[config.mk]
export PLATFORM = sky130hd
export DESIGN_NAME = obi_fifo
export DESIGN_NICKNAME = d
export VERILOG_FILES = /design/src/rtl/ext_harness_pkg.sv /design/src/rtl/obi_fifo.sv
export VERILOG_INCLUDE_DIRS = /design/src /design/src/rtl
export SDC_FILE = /design/constraint.sdc
export NUM_CORES = 1
export LEC_CHECK = 0
export ABC_AREA = 1
export BUFFER_PORTS_ARGS = -buffer_cell sky130_fd_sc_hd__buf_4
export CAP_MARGIN = 20
export CORE_AREA = 2 2 108 110
export CTS_BUF_LIST = sky130_fd_sc_hd__clkbuf_2
export CTS_CLUSTER_DIAMETER = 50
export DETAILED_ROUTE_END_ITERATION = 7
export DIE_AREA = 0 0 110 112
export HOLD_SLACK_MARGIN = 0.1
export MAX_ROUTING_LAYER = met4
export PLACE_DENSITY_LB_ADDON = 0.2
export SLEW_MARGIN = 20
export SYNTH_ARGS = -nofsm -noshare
export SYNTH_HDL_FRONTEND = slang
export SYNTH_SLANG_ARGS = --single-unit
[constraint.sdc]
create_clock -name clk_i -period 5.73 [get_ports clk_i]
set_input_delay 0.573 -clock clk_i [delete_from_list [all_inputs] [get_ports clk_i]]
set_output_delay 0.573 -clock clk_i [all_outputs]
set_load 0.005 [all_outputs]
[src/rtl/ext_harness_settings.svh]
// build-time settings for the external harness
// SLOW_MEM_LATENCY must be at least 2 and SLOW_MEM_WORDS a power of two
`ifndef EXT_HARNESS_SETTINGS_SVH
`define EXT_HARNESS_SETTINGS_SVH

// cycles from a power-switch command to its acknowledge
`define SWITCH_ACK_LATENCY 15

// power domains driven by the switch commands
`define NUM_BANKS 4
`define EXT_DOMAINS 2

// request slots between the bus port and the memory
`define OBI_FIFO_DEPTH 2

// slow memory geometry and timing
`define SLOW_MEM_WORDS 8192

// cycles from memory grant to rvalid
`define SLOW_MEM_LATENCY 4

`endif
[src/rtl/ext_harness_pkg.sv]
// bus and power-switch types shared by the harness blocks
// field widths follow the settings header
`include "ext_harness_settings.svh"

package ext_harness_pkg;

  // byte address on the external bus
  typedef logic [31:0] addr_t;

  // one bus data word
  typedef logic [31:0] data_t;

  // one enable per byte lane
  typedef logic [3:0] be_t;

  // index into the slow memory
  typedef logic [$clog2(`SLOW_MEM_WORDS)-1:0] word_idx_t;

  // OBI request, held by the initiator until granted
  typedef struct packed {
    logic  req;
    logic  we;
    be_t   be;
    addr_t addr;
    data_t wdata;
  } obi_req_t;

  // OBI response, gnt is combinational and rvalid one cycle per grant
  typedef struct packed {
    logic  gnt;
    logic  rvalid;
    data_t rdata;
  } obi_resp_t;

  // power-gate switch lines, all active low
  // same layout for commands and acknowledges
  typedef struct packed {
    logic                    cpu;
    logic                    periph;
    logic [`NUM_BANKS-1:0]   mem_banks;
    logic [`EXT_DOMAINS-1:0] ext;
  } pwr_switch_t;

endpackage

[src/rtl/obi_fifo.sv]
// request queue between an OBI initiator and a single target
// responses are not buffered, the target must return them in grant order
`timescale 1ns/1ps
`include "ext_harness_settings.svh"

module obi_fifo (
  input  logic                       clk_i,
  input  logic                       rst_n_i,
  input  ext_harness_pkg::obi_req_t  producer_req_i,
  output ext_harness_pkg::obi_resp_t producer_resp_o,
  output ext_harness_pkg::obi_req_t  consumer_req_o,
  input  ext_harness_pkg::obi_resp_t consumer_resp_i
);
  import ext_harness_pkg::*;

  localparam int unsigned DEPTH = `OBI_FIFO_DEPTH;
  localparam int unsigned PTR_W = (DEPTH > 1) ? $clog2(DEPTH) : 1;
  localparam int unsigned CNT_W = $clog2(DEPTH + 1);

  obi_req_t         entries [DEPTH];
  logic [PTR_W-1:0] wr_ptr_q;
  logic [PTR_W-1:0] rd_ptr_q;
  logic [CNT_W-1:0] count_q;
  logic             full;
  logic             empty;
  logic             push;
  logic             pop;

  // circular pointer advance
  function automatic logic [PTR_W-1:0] next_ptr(input logic [PTR_W-1:0] ptr);
    if (ptr == PTR_W'(DEPTH - 1)) begin
      return '0;
    end
    return ptr + PTR_W'(1);
  endfunction

  assign full  = (count_q == CNT_W'(DEPTH));
  assign empty = (count_q == '0);

  // accept whenever a slot is free
  assign push = producer_req_i.req && !full;
  assign pop  = consumer_req_o.req && consumer_resp_i.gnt;

  // responses go straight back to the producer
  always_comb begin
    producer_resp_o.gnt    = push;
    producer_resp_o.rvalid = consumer_resp_i.rvalid;
    producer_resp_o.rdata  = consumer_resp_i.rdata;
  end

  // head entry, valid only while something is queued
  always_comb begin
    consumer_req_o     = entries[rd_ptr_q];
    consumer_req_o.req = !empty;
  end

  // payload storage
  always_ff @(posedge clk_i) begin
    if (push) begin
      entries[wr_ptr_q] <= producer_req_i;
    end
  end

  always_ff @(posedge clk_i) begin
    if (!rst_n_i) begin
      wr_ptr_q <= '0;
      rd_ptr_q <= '0;
      count_q  <= '0;
    end else begin
      if (push) begin
        wr_ptr_q <= next_ptr(wr_ptr_q);
      end
      if (pop) begin
        rd_ptr_q <= next_ptr(rd_ptr_q);
      end
      // occupancy, unchanged on simultaneous push and pop
      case ({push, pop})
        2'b10: begin
          count_q <= count_q + CNT_W'(1);
        end
        2'b01: begin
          count_q <= count_q - CNT_W'(1);
        end
        default: begin
          count_q <= count_q;
        end
      endcase
    end
  end

endmodule

**Word-level counts from Yosys, hierarchy flattened**

Memory sizes are Yosys's and may differ from the RTL's. A register that Yosys moved wholly into a read port is not among the register bits.
Index checks and enable logic that the tools add are counted.

- Memories: 1
- Output and inout port bits: 104
- Word-level logic and storage cells: 32
- Input bits: 106
- Memory bits (writable): 140
- Register bits after elaboration: 4

- Add/sub/neg operators: 4
- Equality and inequality tests: 3
- Reductions and logical operators: 6
- Muxes and demuxes: 15

Memories:

| name | words | width | rd ports | clocked after memory_dff | wr ports | RTL line | RTL |
|---|---|---|---|---|---|---|---|
| entries | 2 | 70 | 1 | 1 | 1 | obi_fifo.sv:20 | `obi_req_t entries [DEPTH];` |

Operator list:

| cell | count |
|---|---|
| $mux 1 | 14 |
| $eq 2x2->1 const B | 2 |
| $pmux 2 s2 | 1 |
| $add 1x1->1 const B | 2 |
| $add 2x1->2 const B | 1 |
| $eq 2x1->1 const B | 1 |
| $logic_and 1x1->1 | 2 |
| $logic_not 1->1 | 2 |
| $logic_not 2->1 | 1 |
| $reduce_bool 2->1 | 1 |
| $sub 2x1->2 const B | 1 |

**Longest topological paths before layout**

- Word-level depth: 8
- Mapped depth: 9
- Mapped depth without buffers: 9

**Worst setup path after synthesis**

OpenSTA, ideal clock, no wires.

- Path type: input-to-reg
- Start point: input producer_req_i[69] (netlist name)
- End point: memory entries[0][0] (netlist name) (enable)
- Required time: 5.234 ns
- Arrival: 3.722 ns
- Path buffers: 0
- Stages: 3
- Path slack: 1.511 ns
- Setup time: 0.496 ns
- Path through: a21boi_2 > inv_1 > nor2_1

- Word-level cells in the longest chain between the ends: 3

Ends and longest elaborated chain:

| element | RTL line | RTL |
|---|---|---|
| start, declared | obi_fifo.sv:9 | `input ext_harness_pkg::obi_req_t producer_req_i,` |
| $logic_and 1x1->1 | obi_fifo.sv:41 | `assign push = producer_req_i.req && !full;` |
| $mux 1 | obi_fifo.sv:59 | `if (push) begin` |
| $mux 1 (not written as such) | obi_fifo.sv:60 | `entries[wr_ptr_q] <= producer_req_i;` |
| end, declared | obi_fifo.sv:20 |  |

No other way between the ends.

==> flow_summary.ini <==
[synth]
synthesis.area_mm2 = 0.00552
yosysWarningCount = 0
synth_top_cell_by_area = edfxtp_1
syn_avg_cell_area_um2 = 19.4
ys_seq_area_share_pct = 76.9
synth_seq_cells = 143
synth.distinct_cells = 18
synth_top_cell_area_share_pct = 75.1
syn_nets = 392
synth_area_leaders = edfxtp_1 75%, mux2_2 12%, buf_4 4.6%, mux2_4 2.7%, dfxtp_1 1.8%
syn_inst = 285

[placed_design]
dp_slack_ns = 3.10
place_hpwl_um = 5820
place_congestion = 0.786
place_inst = 531
portBuffers = 143

[setup_path]
endpoint_kind = output port
max_stage_delay_ns = 1.06
required_ns = 5.16
path_max_fanout = 69
arrival_ns = 2.29
crit_type = reg -> out
critPathBufInv = 1
rrSetupSlack_ns = 3.26
path_cells = mux2_2, buf_4
worstSetupStartpointType = flop
cpMaxStageDelayCell = dfxtp_4
path_delay_family = flip-flops

[floorplan]
die_area_mm2 = 0.0123
coreArea_mm2 = 0.0112
die_y_um = 112
initial_core_util_pct = 49.4
die_w_um = 110
row_count = 39
ioPinCount = 210

[worst_hold_path]
min_path_type = in -> reg

[layout]
multi_input_area_um2 = 942
seq_area_mm2 = 0.00425
areaGrowthSynthToFinish_pct = 35.5
fin_util_pct = 66.9
diodes = 0
drive_gt1_share_pct = 50.8
layout.nets = 584
instances_no_fill = 633
nFillCells = 774

[power]
ir_drop_mv = 0.190
p_sw_share_pct = 23.8
power_density_mw_per_mm2 = 340
p_leak_nw = 2.87
p_comb_share_pct = 20.3
power_frac_seq_pct = 53.1
internal-power_mw = 1.94
switchingPower_mw = 0.604
clockPowerShare_pct = 26.5

[job]
max_cap_viol_count = 0

[timing]
worst_slew_pin_slew_ns = 1.00
finClkSkew_ns = 0.0283
slew_headroom_pct = 33.2
fin_crit_ns = 2.86
timing.final.ws_setup_ns = 2.87
setup_viol = 0
drv_slew = 0
rsz0062_at_grt = false
finalHoldViolCount = 0
period_share_pct = 49.9
fin_setup_tns_ns = 0
fmax_mhz = 350

[global_route]
grt_pass1_vias = 3134
grtUsageTotal_pct = 16.9
grt_max_degree = 70
grt_pass1_wl_um = 14900
overflow = 0
grt_antenna_before_repair = 0

[clock_tree]
clock_latency_ns = 0.64
cts.repair.resized = 0
cts_max_level = 4
cts_tree = yes
clockBufferDepth = 2
numCtsBuffers = 17
cts_root_buf = clkbuf_2
clk_pin_slew_ns = 0.18
clkSinkCount = 143

[route]
wl_per_cell_um = 15.6
drt_iter0_drc = 116
drc = 0
dr_total_vias = 3035
via_per_inst = 4.79
routed_wl_um = 9880
antenna_left = 0
first_pass_iters = 6

[status]
status = finished clean
## power by group through the flow
stage / Combinational [mW] / Sequential, mW / Clock (mW)
after floorplan: 0.298 / 1.33 / 0
after global placement: 0.478 / 1.37 / 0
after detailed placement: 0.483 / 1.38 / 0
after CTS: 0.524 / 1.35 / 0.692
after global routing: 0.562 / 1.36 / 0.738
final: 0.517 / 1.35 / 0.674
## worst reg2reg max path, stage by stage, from the launching register on
cell and delay, ns:
dfxtp_1 0.43, inv_1 0.12, a21boi_2 0.22, inv_1 0.11
nor2_4 0.55, buf_4 0.66
## final timing paths
check | start | to | cells after the start
setup reg to reg | count_q[0]$_SDFFE_PN0P_ | entries[0][30]$_DFFE_PP_ | 5
hold / removal | consumer_resp_i[33] | flop | 4
hold reg to reg | rd_ptr_q$_SDFFE_PN0P_ | flop | 2
setup / recovery | flop | consumer_req_o[64] | 2
## layout by cell type (no fill, tap or decap), types with 2 or more instances in the layout
| cell type | n |
|---|---|
| buf_4 | 145 |
| edfxtp_1 | 138 |
| nand2_1 | 8 |
| clkinvlp_4 | 2 |
| inv_1 | 5 |
| nor2_1 | 9 |
| dlygate4sd3_1 | 70 |
| dfxtp_1 | 4 |
| clkbuf_2 | 21 |
| bufinv_16 | 5 |
| mux2_4 | 10 |
| clkinv_4 | 2 |
| mux2_2 | 59 |
## cell usage after synthesis
cell type / instances
a21boi_2: 1
a21oi_1: 1
buf_2: 5
buf_4: 34
buf_6: 2
buf_8: 1
dfxtp_1: 5
edfxtp_1: 138
ha_1: 1
inv_1: 6
mux2_2: 59
mux2_4: 10
nand2_1: 8
nand3_1: 1
nand4_1: 1
nor2_1: 10
o21a_1: 1
o21ai_0: 1
## registers in the layout (all words and copies together), names as in the netlist, named ones only
name / count
entries: 138
rd_ptr_q: 1
count_q: 2
wr_ptr_q: 1
## cell families (layout without fill, tap and decap cells)
group	Yosys count	count (layout)	synth area share [%]
simple gates	20	20	1.43
compound gates	4	4	0.521
fa+ha+maj	1	1	0.227
mux	69	69	14.8
flops	143	143	76.9
buf+inv	48	253	6.17
## metal layers
layer,share of wire [%],up-vias,track usage [%],wire [um]
met4,1.6,0,7.09,163
met3,7.0,15,5.74,688
met1,41,1464,18.6,4030
met5,0,-,-,0
li1,-,1428,-,-
met2,51,128,27.6,4990
## per-stage QoR
stage	instance area, um^2	hold slack [ns]	power [mW]
2_1_floorplan	5520	0.451	1.63
3_3_place_gp	6480	0.472	1.85
3_5_place_dp	6480	0.472	1.86
4_1_cts	7480	0.143	2.57
5_1_grt	7480	0.161	2.66
6_report	7480	0.234	2.54
## cell type report
cell class	count	share of cell area, %
sequential	143	56.8
timing repair buffer	215	23.9
tap	143	2.39
clock buffer	21	1.41
clock inverter	11	2.56
multi-input combinational	94	12.6
inverter	6	0.301
## repair_timing
| action | in CTS | in global routing |
|---|---|---|
| hold endpoints to repair | 140 | 0 |
| hold buffers | 70 | 0 |
| setup buffers | 0 | 0 |
(Power assumes the default switching activity.)
