$ cat src/rtl/ext_harness_settings.svh
// build-time settings for the external harness
// SLOW_MEM_LATENCY must be at least 2 and SLOW_MEM_WORDS a power of two
`ifndef EXT_HARNESS_SETTINGS_SVH
`define EXT_HARNESS_SETTINGS_SVH

// cycles from a power-switch command to its acknowledge
`define SWITCH_ACK_LATENCY 15

// power domains driven by the switch commands
`define NUM_BANKS 4
`define EXT_DOMAINS 2

// request slots between the bus port and the memory
`define OBI_FIFO_DEPTH 2

// slow memory geometry and timing
`define SLOW_MEM_WORDS 8192

// cycles from memory grant to rvalid
`define SLOW_MEM_LATENCY 4

`endif
$ cat src/rtl/ext_harness_pkg.sv
// bus and power-switch types shared by the harness blocks
// field widths follow the settings header
`include "ext_harness_settings.svh"

package ext_harness_pkg;

  // byte address on the external bus
  typedef logic [31:0] addr_t;

  // one bus data word
  typedef logic [31:0] data_t;

  // one enable per byte lane
  typedef logic [3:0] be_t;

  // index into the slow memory
  typedef logic [$clog2(`SLOW_MEM_WORDS)-1:0] word_idx_t;

  // OBI request, held by the initiator until granted
  typedef struct packed {
    logic  req;
    logic  we;
    be_t   be;
    addr_t addr;
    data_t wdata;
  } obi_req_t;

  // OBI response, gnt is combinational and rvalid one cycle per grant
  typedef struct packed {
    logic  gnt;
    logic  rvalid;
    data_t rdata;
  } obi_resp_t;

  // power-gate switch lines, all active low
  // same layout for commands and acknowledges
  typedef struct packed {
    logic                    cpu;
    logic                    periph;
    logic [`NUM_BANKS-1:0]   mem_banks;
    logic [`EXT_DOMAINS-1:0] ext;
  } pwr_switch_t;

endpackage

$ cat src/rtl/switch_ack_delay.sv
// stands in for the power-switch cells, every command returns as its acknowledge
// acknowledges read all ones during reset and for SWITCH_ACK_LATENCY cycles after
`timescale 1ns/1ps
`include "ext_harness_settings.svh"

module switch_ack_delay (
  input  logic                         clk_i,
  input  logic                         rst_n_i,
  input  ext_harness_pkg::pwr_switch_t switch_n_i,
  output ext_harness_pkg::pwr_switch_t switch_ack_n_o
);
  import ext_harness_pkg::*;

  localparam int unsigned STAGES = `SWITCH_ACK_LATENCY;

  pwr_switch_t stage_q [STAGES];

  // one stage per cycle of switch ramp-up
  always_ff @(posedge clk_i) begin
    if (!rst_n_i) begin
      for (int i = 0; i < STAGES; i++) begin
        // switches off, so no acknowledge
        stage_q[i] <= '1;
      end
    end else begin
      stage_q[0] <= switch_n_i;
      for (int i = 1; i < STAGES; i++) begin
        stage_q[i] <= stage_q[i-1];
      end
    end
  end

  assign switch_ack_n_o = stage_q[STAGES-1];

endmodule

$ cat config.mk
export PLATFORM = sky130hd
export DESIGN_NAME = switch_ack_delay
export DESIGN_NICKNAME = d
export VERILOG_FILES = /design/src/rtl/ext_harness_pkg.sv /design/src/rtl/switch_ack_delay.sv
export VERILOG_INCLUDE_DIRS = /design/src /design/src/rtl
export SDC_FILE = /design/constraint.sdc
export NUM_CORES = 1
export LEC_CHECK = 0
export BUFFER_PORTS_ARGS = -buffer_cell sky130_fd_sc_hd__clkbuf_2
export CAP_MARGIN = 20
export CORE_UTILIZATION = 52
export DETAILED_ROUTE_END_ITERATION = 16
export GPL_TIMING_DRIVEN = 0
export PLACE_DENSITY = 0.7
export SKIP_CTS_REPAIR_TIMING = 1
export SLEW_MARGIN = 20
export SYNTH_ARGS = -nofsm -noshare
export SYNTH_HDL_FRONTEND = slang
export SYNTH_SLANG_ARGS = --single-unit
$ cat constraint.sdc
create_clock -name clk_i -period 1 [get_ports clk_i]
set_clock_uncertainty 0.15 [all_clocks]
set_input_delay 0.05 -clock clk_i [delete_from_list [all_inputs] [get_ports clk_i]]
set_output_delay 0.05 -clock clk_i [all_outputs]
set_load 0.02 [all_outputs]
# == After elaboration in Yosys (flattened, before gate mapping) ==
# Memory sizes are Yosys's and may differ from the RTL's.
# Cells that the tools add are included.
# totals
ff_bits,0
ramBits,120
input_bits,10
output_inout_bits,8
wordCells,33
n_memories,1
# mem_list
memory,words,word_bits,rd,rd_clocked_by_memory_dff,write_ports,line,rtl
stage_q,15,8,15,0,15,switch_ack_delay.sv:16,pwr_switch_t stage_q [STAGES];
# op_classes
n_mux,17
bitwise,15
# op_table
operator,n
$mux W8,15
$or A1 B1 Y1,15
$mux W1,2

# == Depth between registers and ports, before layout ==
# Gate-level depths: netlist (run 1).
# logic_depth
ltp_word,2
depth_mapped,3
depth_no_buf,1

# == Worst setup path before layout (run 1) ==
# OpenSTA, ideal clock, no wires.
# synth_timing
path_type,input port to flip-flop
start,input port rst_n_i
end,memory stage_q[0][0] (netlist name)
setup_ps,118
arrival_ps,520
required_time_ps,732
slack_ps,212
path_stages,3
path_buffers,2
cell_sequence,clkbuf_1 > buf_2 > nand2b_1
# synth_rtl
element,line,rtl
"start, declared",switch_ack_delay.sv:8,"input logic rst_n_i,"
"end, declared",switch_ack_delay.sv:16,

==> run metrics, run 1 <==
Clock Root Buffer=clkbuf_8; global-route wire length before repair=6.803 mm; worst-case vdd ir drop=1.879 mV; buffers and inverters on the worst path=1; CTS clock-pin slew for the worst setup and hold paths=0.05 ns; vias in the first global route=1619; power per cell area=2702 nW/um^2; Post-Synthesis Cells=253; synth-to-layout area growth=29.70%; fmax=0.8821 GHz; xor-xnor portion of the synthesized cell area=0; width of the die=80.62 um; Clock Path Buffers=2; multiplexer share of the synthesized area=0; largest family of logic cells by synthesized area=simple AND/OR/NAND/NOR gates; drt total wl=3.950 mm; Yosys reg bits=120; clock sinks=120; violated checks=setup timing; post-DP HPWL=2.152 mm; CP Launch Type=flop; Netlist cell types=4; n_diodes=0; WL/cell=10.26 um; global route overflow=0; Synth Area in Compound Gates=0; total power=11.26 mW; CP Capture Type=output pin; minimum clock period=1.134 ns; Mean Syn Cell Area=12.70 sq um; area of the multi-input gates=750.7 sq um; Cell Area, Synth=3214 sq um; final setup fails=108; pin count of the biggest net entering global routing=17; share of the synthesized area in the top cell type=0.7474; CTS Buf Count=17; Max-cap violations=0; Post-synth top cells=120 x dfxtp_1, 120 x nand2b_1, 10 x buf_2; Clock Latency Late Sink=0.50 ns; TNS Setup=-7.328 ns; cell chain of the critical path=buf_6; antenna violations before repair=0; top post-synthesis cells by area=dfxtp_1 75%, nand2b_1 23%, buf_2 1.6%; routability cong.=0.6826; kind of critical path=flop to output pin; Data arrival, critical path=0.93 ns; max reg flops=120; final hold viol count=0; number of antenna-violating nets in the routed design=0; Remaining DRCs=0; Post-Synth Adder-Cell Area=0; via count=1654; Overall Global Routing Usage=0.1553; max-slew violation count=0; Slew HR=0.7104; ys async rst share=0; Initial DRC Count=29; Syn Nets=263; Largest regs=stage_q: 120 flops; Nets=307; LEAKAGE=1.594 nW; DIE HEIGHT=80.62 um; register area=2412 sq um; placed cell areas=3388 sq um; post-route clock period utilization=1.134; final instance area=4169 sq um; CP max stage cell=dfxtp_2; Initial Utilization=0.5397; H-tree depth=4; simple-gate share of the synthesized area=0.2336; CP max stage delay=0.31 ns; predominant post-synthesis flop cell=dfxtp_1; # IOs=18; pre-CTS setup slack=0.003930 ns; Least-Margin Pin Slew=0.4344 ns; Pre-antenna DRT Iters=4; CP Max Fanout=1; cell taking the most area after synthesis=dfxtp_1; filler instances=422; RSZ-0062 raised after global routing=true; sequential area share after synthesis=0.7474; outcome=complete, but fails checks; fin cells=385; WHS=0.1149 ns; Die Area=6500 sq um; number of synthesized flops with an enable pin=0; CTS tree=built; Cells after DPL=344; Yosys warning count=0; post-route setup slack=-0.1337 ns; Worst Hold Class=input pin to flop; vias per cell=4.296; Core Area=5956 sq um; Req. time, crit path=0.80 ns; Core Rows=28; Most flops, register=stage_q; Final Util=0.7000; PortBufs=16; fraction of layout cells with a size suffix above 1=0.2065; Largest delay share family, worst path=flip-flops
cells in the final DEF, fill, tap and decap left out:
master	netlist	routed
nand2b_1	120	120
clkbuf_8	0	6
clkinv_2	0	4
clkbuf_1	3	5
buf_2	10	10
clkbuf_16	0	16
dfxtp_1	120	112
clkbuf_2	0	8
dlygate4sd3_1	0	9
buf_6	0	8
bufinv_16	0	4
dfxtp_2	0	8
path summary, 6_finish.rpt:
path | start | end | slack, ns | depth (start not counted)
worst max-delay path | stage_q[7][4]$_SDFF_PN1_ | switch_ack_n_o[4] | -0.13 | 1
worst min-delay path | switch_n_i[1] | stage_q[0][1]$_SDFF_PN1_ | 0.11 | 3
worst max register to register | stage_q[6][0]$_SDFF_PN1_ | stage_q[6][8]$_SDFF_PN1_ | 0.28 | 1
worst min register to register | stage_q[4][12]$_SDFF_PN1_ | stage_q[5][4]$_SDFF_PN1_ | 0.25 | 1
report_power, final:
part / switching (mW) / internal (mW) / leakage (nW)
combinational: 0.0944 / 0.0779 / 0.307
clock: 1.89 / 4.36 / 0.315
sequential: 0.00885 / 4.84 / 0.972
total: 1.99 / 9.27 / 1.59
kinds of logic after synthesis:
group | Yosys count
flops | 120
simple gates | 120
buf+inv | 13
metal layers:
metal / share of wire / routed length [um] / GRT usage / vias up
met1: 0.41 / 1620 / 0.1329 / 757
met2: 0.52 / 2057 / 0.2610 / 34
met4: 0.021 / 81 / 0.09107 / 0
met3: 0.048 / 191 / 0.1091 / 11
met5: 0 / 0 / 0 / -
li1: - / - / - / 852
final cells by class:
class                   count  share of cell area
plain buffers              13             0.01471
clock buffers              24              0.1176
clock inverters             8             0.03361
multi-input cells         120              0.1801
flip-flops and latches    120              0.5786
well taps                  75             0.02251
repair buffers             25             0.05282
Note: power is estimated with default switching activity, not from simulation.
==> inputs of run 2 (changes only) <==
--- a/config.mk
+++ b/config.mk
@@ -11,7 +11,9 @@
 export CORE_UTILIZATION = 52
 export DETAILED_ROUTE_END_ITERATION = 16
 export GPL_TIMING_DRIVEN = 0
+export MAX_ROUTING_LAYER = met4
 export PLACE_DENSITY = 0.7
+export REMOVE_ABC_BUFFERS = 1
 export SKIP_CTS_REPAIR_TIMING = 1
 export SLEW_MARGIN = 20
 export SYNTH_ARGS = -nofsm -noshare
==> run 2 against run 1 <==
The flow finishes with violations (hold timing, setup timing). Via count decreased by 4.1%. Non-clock buffer count decreased by 12. Clock-buffer cell count decreased by 6. Final area decreased by 0.27%. Critical endpoint is now switch_ack_n_o[3]. Setup slack about the same. Die area unchanged. Sequential power about the same. Total power increased by 2.5%. Worst hold slack got worse by 0.22 ns.
==> run metrics, run 2 (synthesis gave the netlist of run 1 again) <==
Clock Latency Late Sink=0.50 ns; vias in the first global route=1492; Largest regs=stage_q: 120 flops; Slew HR=0.6846; pin count of the biggest net entering global routing=77; Core Rows=28; Clock Path Buffers=2; cell chain of the critical path=buf_6; global route overflow=0; Most flops, register=stage_q; most frequent cells in the layout=120 x nand2b_1, 112 x dfxtp_1, 16 x clkbuf_16; WL/cell=9.340 um; fmax=0.8820 GHz; violated checks=hold timing, setup timing; worst-case vdd ir drop=1.946 mV; post-DP HPWL=1.533 mm; Pre-antenna DRT Iters=4; CP Capture Type=output pin; Max-cap violations=0; outcome=complete, but fails checks; CP max stage cell=dfxtp_2; CTS clock-pin slew for the worst setup and hold paths=0.05 ns; number of antenna-violating nets in the routed design=0; filler instances=434; Worst Hold Class=input pin to flop; Req. time, crit path=0.80 ns; Core Area=5956 sq um; CP Launch Type=flop; PortBufs=17; Overall Global Routing Usage=0.1376; Least-Margin Pin Slew=0.4731 ns; Initial DRC Count=78; routability cong.=0.5812; final setup fails=8; minimum clock period=1.134 ns; DIE HEIGHT=80.62 um; power per cell area=2778 nW/um^2; H-tree depth=4; Remaining DRCs=0; post-route setup slack=-0.1337 ns; CTS Buf Count=17; max-slew violation count=0; RSZ-0062 raised after global routing=true; clock sinks=120; global-route wire length before repair=5.947 mm; Clock Root Buffer=clkbuf_8; Initial Utilization=0.5397; CP Max Fanout=1; Largest delay share family, worst path=flip-flops; # IOs=18; Nets=295; max reg flops=120; n_diodes=0; commonest non-fill, non-tap cell in the layout=nand2b_1; Data arrival, critical path=0.93 ns; width of the die=80.62 um; CTS tree=built; Die Area=6500 sq um; CP max stage delay=0.31 ns; kind of critical path=flop to output pin; final hold viol count=44; antenna violations before repair=0; via count=1587; vias per cell=4.255; buffers and inverters on the worst path=1; pre-CTS setup slack=-0.2207 ns; fraction of layout cells with a size suffix above 1=0.1946; synth-to-layout area growth=29.35%; drt total wl=3.484 mm; post-route clock period utilization=1.134; LEAKAGE=1.565 nW; WHS=-0.1063 ns
==> run 2: cell count changes in the layout (fill, tap and decap cells not counted) <==
cell / change
buf_2: -10
clkbuf_1: -5
clkbuf_8: -4
clkinvlp_4: +3
bufinv_16: +2
buf_16: +1
clkbuf_4: +1
clkinv_2: +1
dlygate4sd3_1: -1
==> run 2: cell type report <==
cell class,count,area [sq um],area share
clock buffers,18,427.9,0.1029
repair buffers,26,245.2,0.05898
flip-flops and latches,120,2412,0.5802
well taps,75,93.84,0.02257
clock inverters,14,227.7,0.05477
multi-input cells,120,750.7,0.1806
==> run 2: per-stage QoR <==
step	total power, mW	std cells	util	instance area [sq um]	TNS, ns
global route	11.95	373	0.6981	4158	-1.420
floorplan	4.978	240	-	3153	0
finish	11.55	373	0.6981	4158	-1.046
global placement	5.061	332	0.5595	3332	-122.04
detailed placement	5.081	333	0.5645	3362	-15.28
CTS	11.66	365	0.6746	4018	-1.482
==> run 2: final timing paths <==
check | startpoint | endpoint | slack [ns] | depth (start not counted)
worst max-delay path | stage_q[7][3]$_SDFF_PN1_ | switch_ack_n_o[3] | -0.13 | 1
worst min-delay path | rst_n_i | stage_q[1][13]$_SDFF_PN1_ | -0.11 | 2
worst max register to register | stage_q[2][10]$_SDFF_PN1_ | stage_q[3][2]$_SDFF_PN1_ | 0.29 | 1
worst min register to register | stage_q[2][4]$_SDFF_PN1_ | stage_q[2][12]$_SDFF_PN1_ | 0.25 | 1
==> run 2: metal layers <==
layer | up-vias | GRT usage | wire length [um]
met5 | - | - | 0
met4 | 0 | 0.1071 | 68
met3 | 10 | 0.08523 | 158
met2 | 32 | 0.2042 | 1681
met1 | 717 | 0.1264 | 1576
li1 | 828 | - | -
==> run 2: power breakdown <==
group | switching (mW) | leakage [nW] | internal (mW) | total, mW
Combinational | 0.0838 | 0.277 | 0.0728 | 0.157
Clock | 1.97 | 0.316 | 4.58 | 6.55
Sequential | 0.00888 | 0.972 | 4.84 | 4.85
Total | 2.06 | 1.57 | 9.49 | 11.5
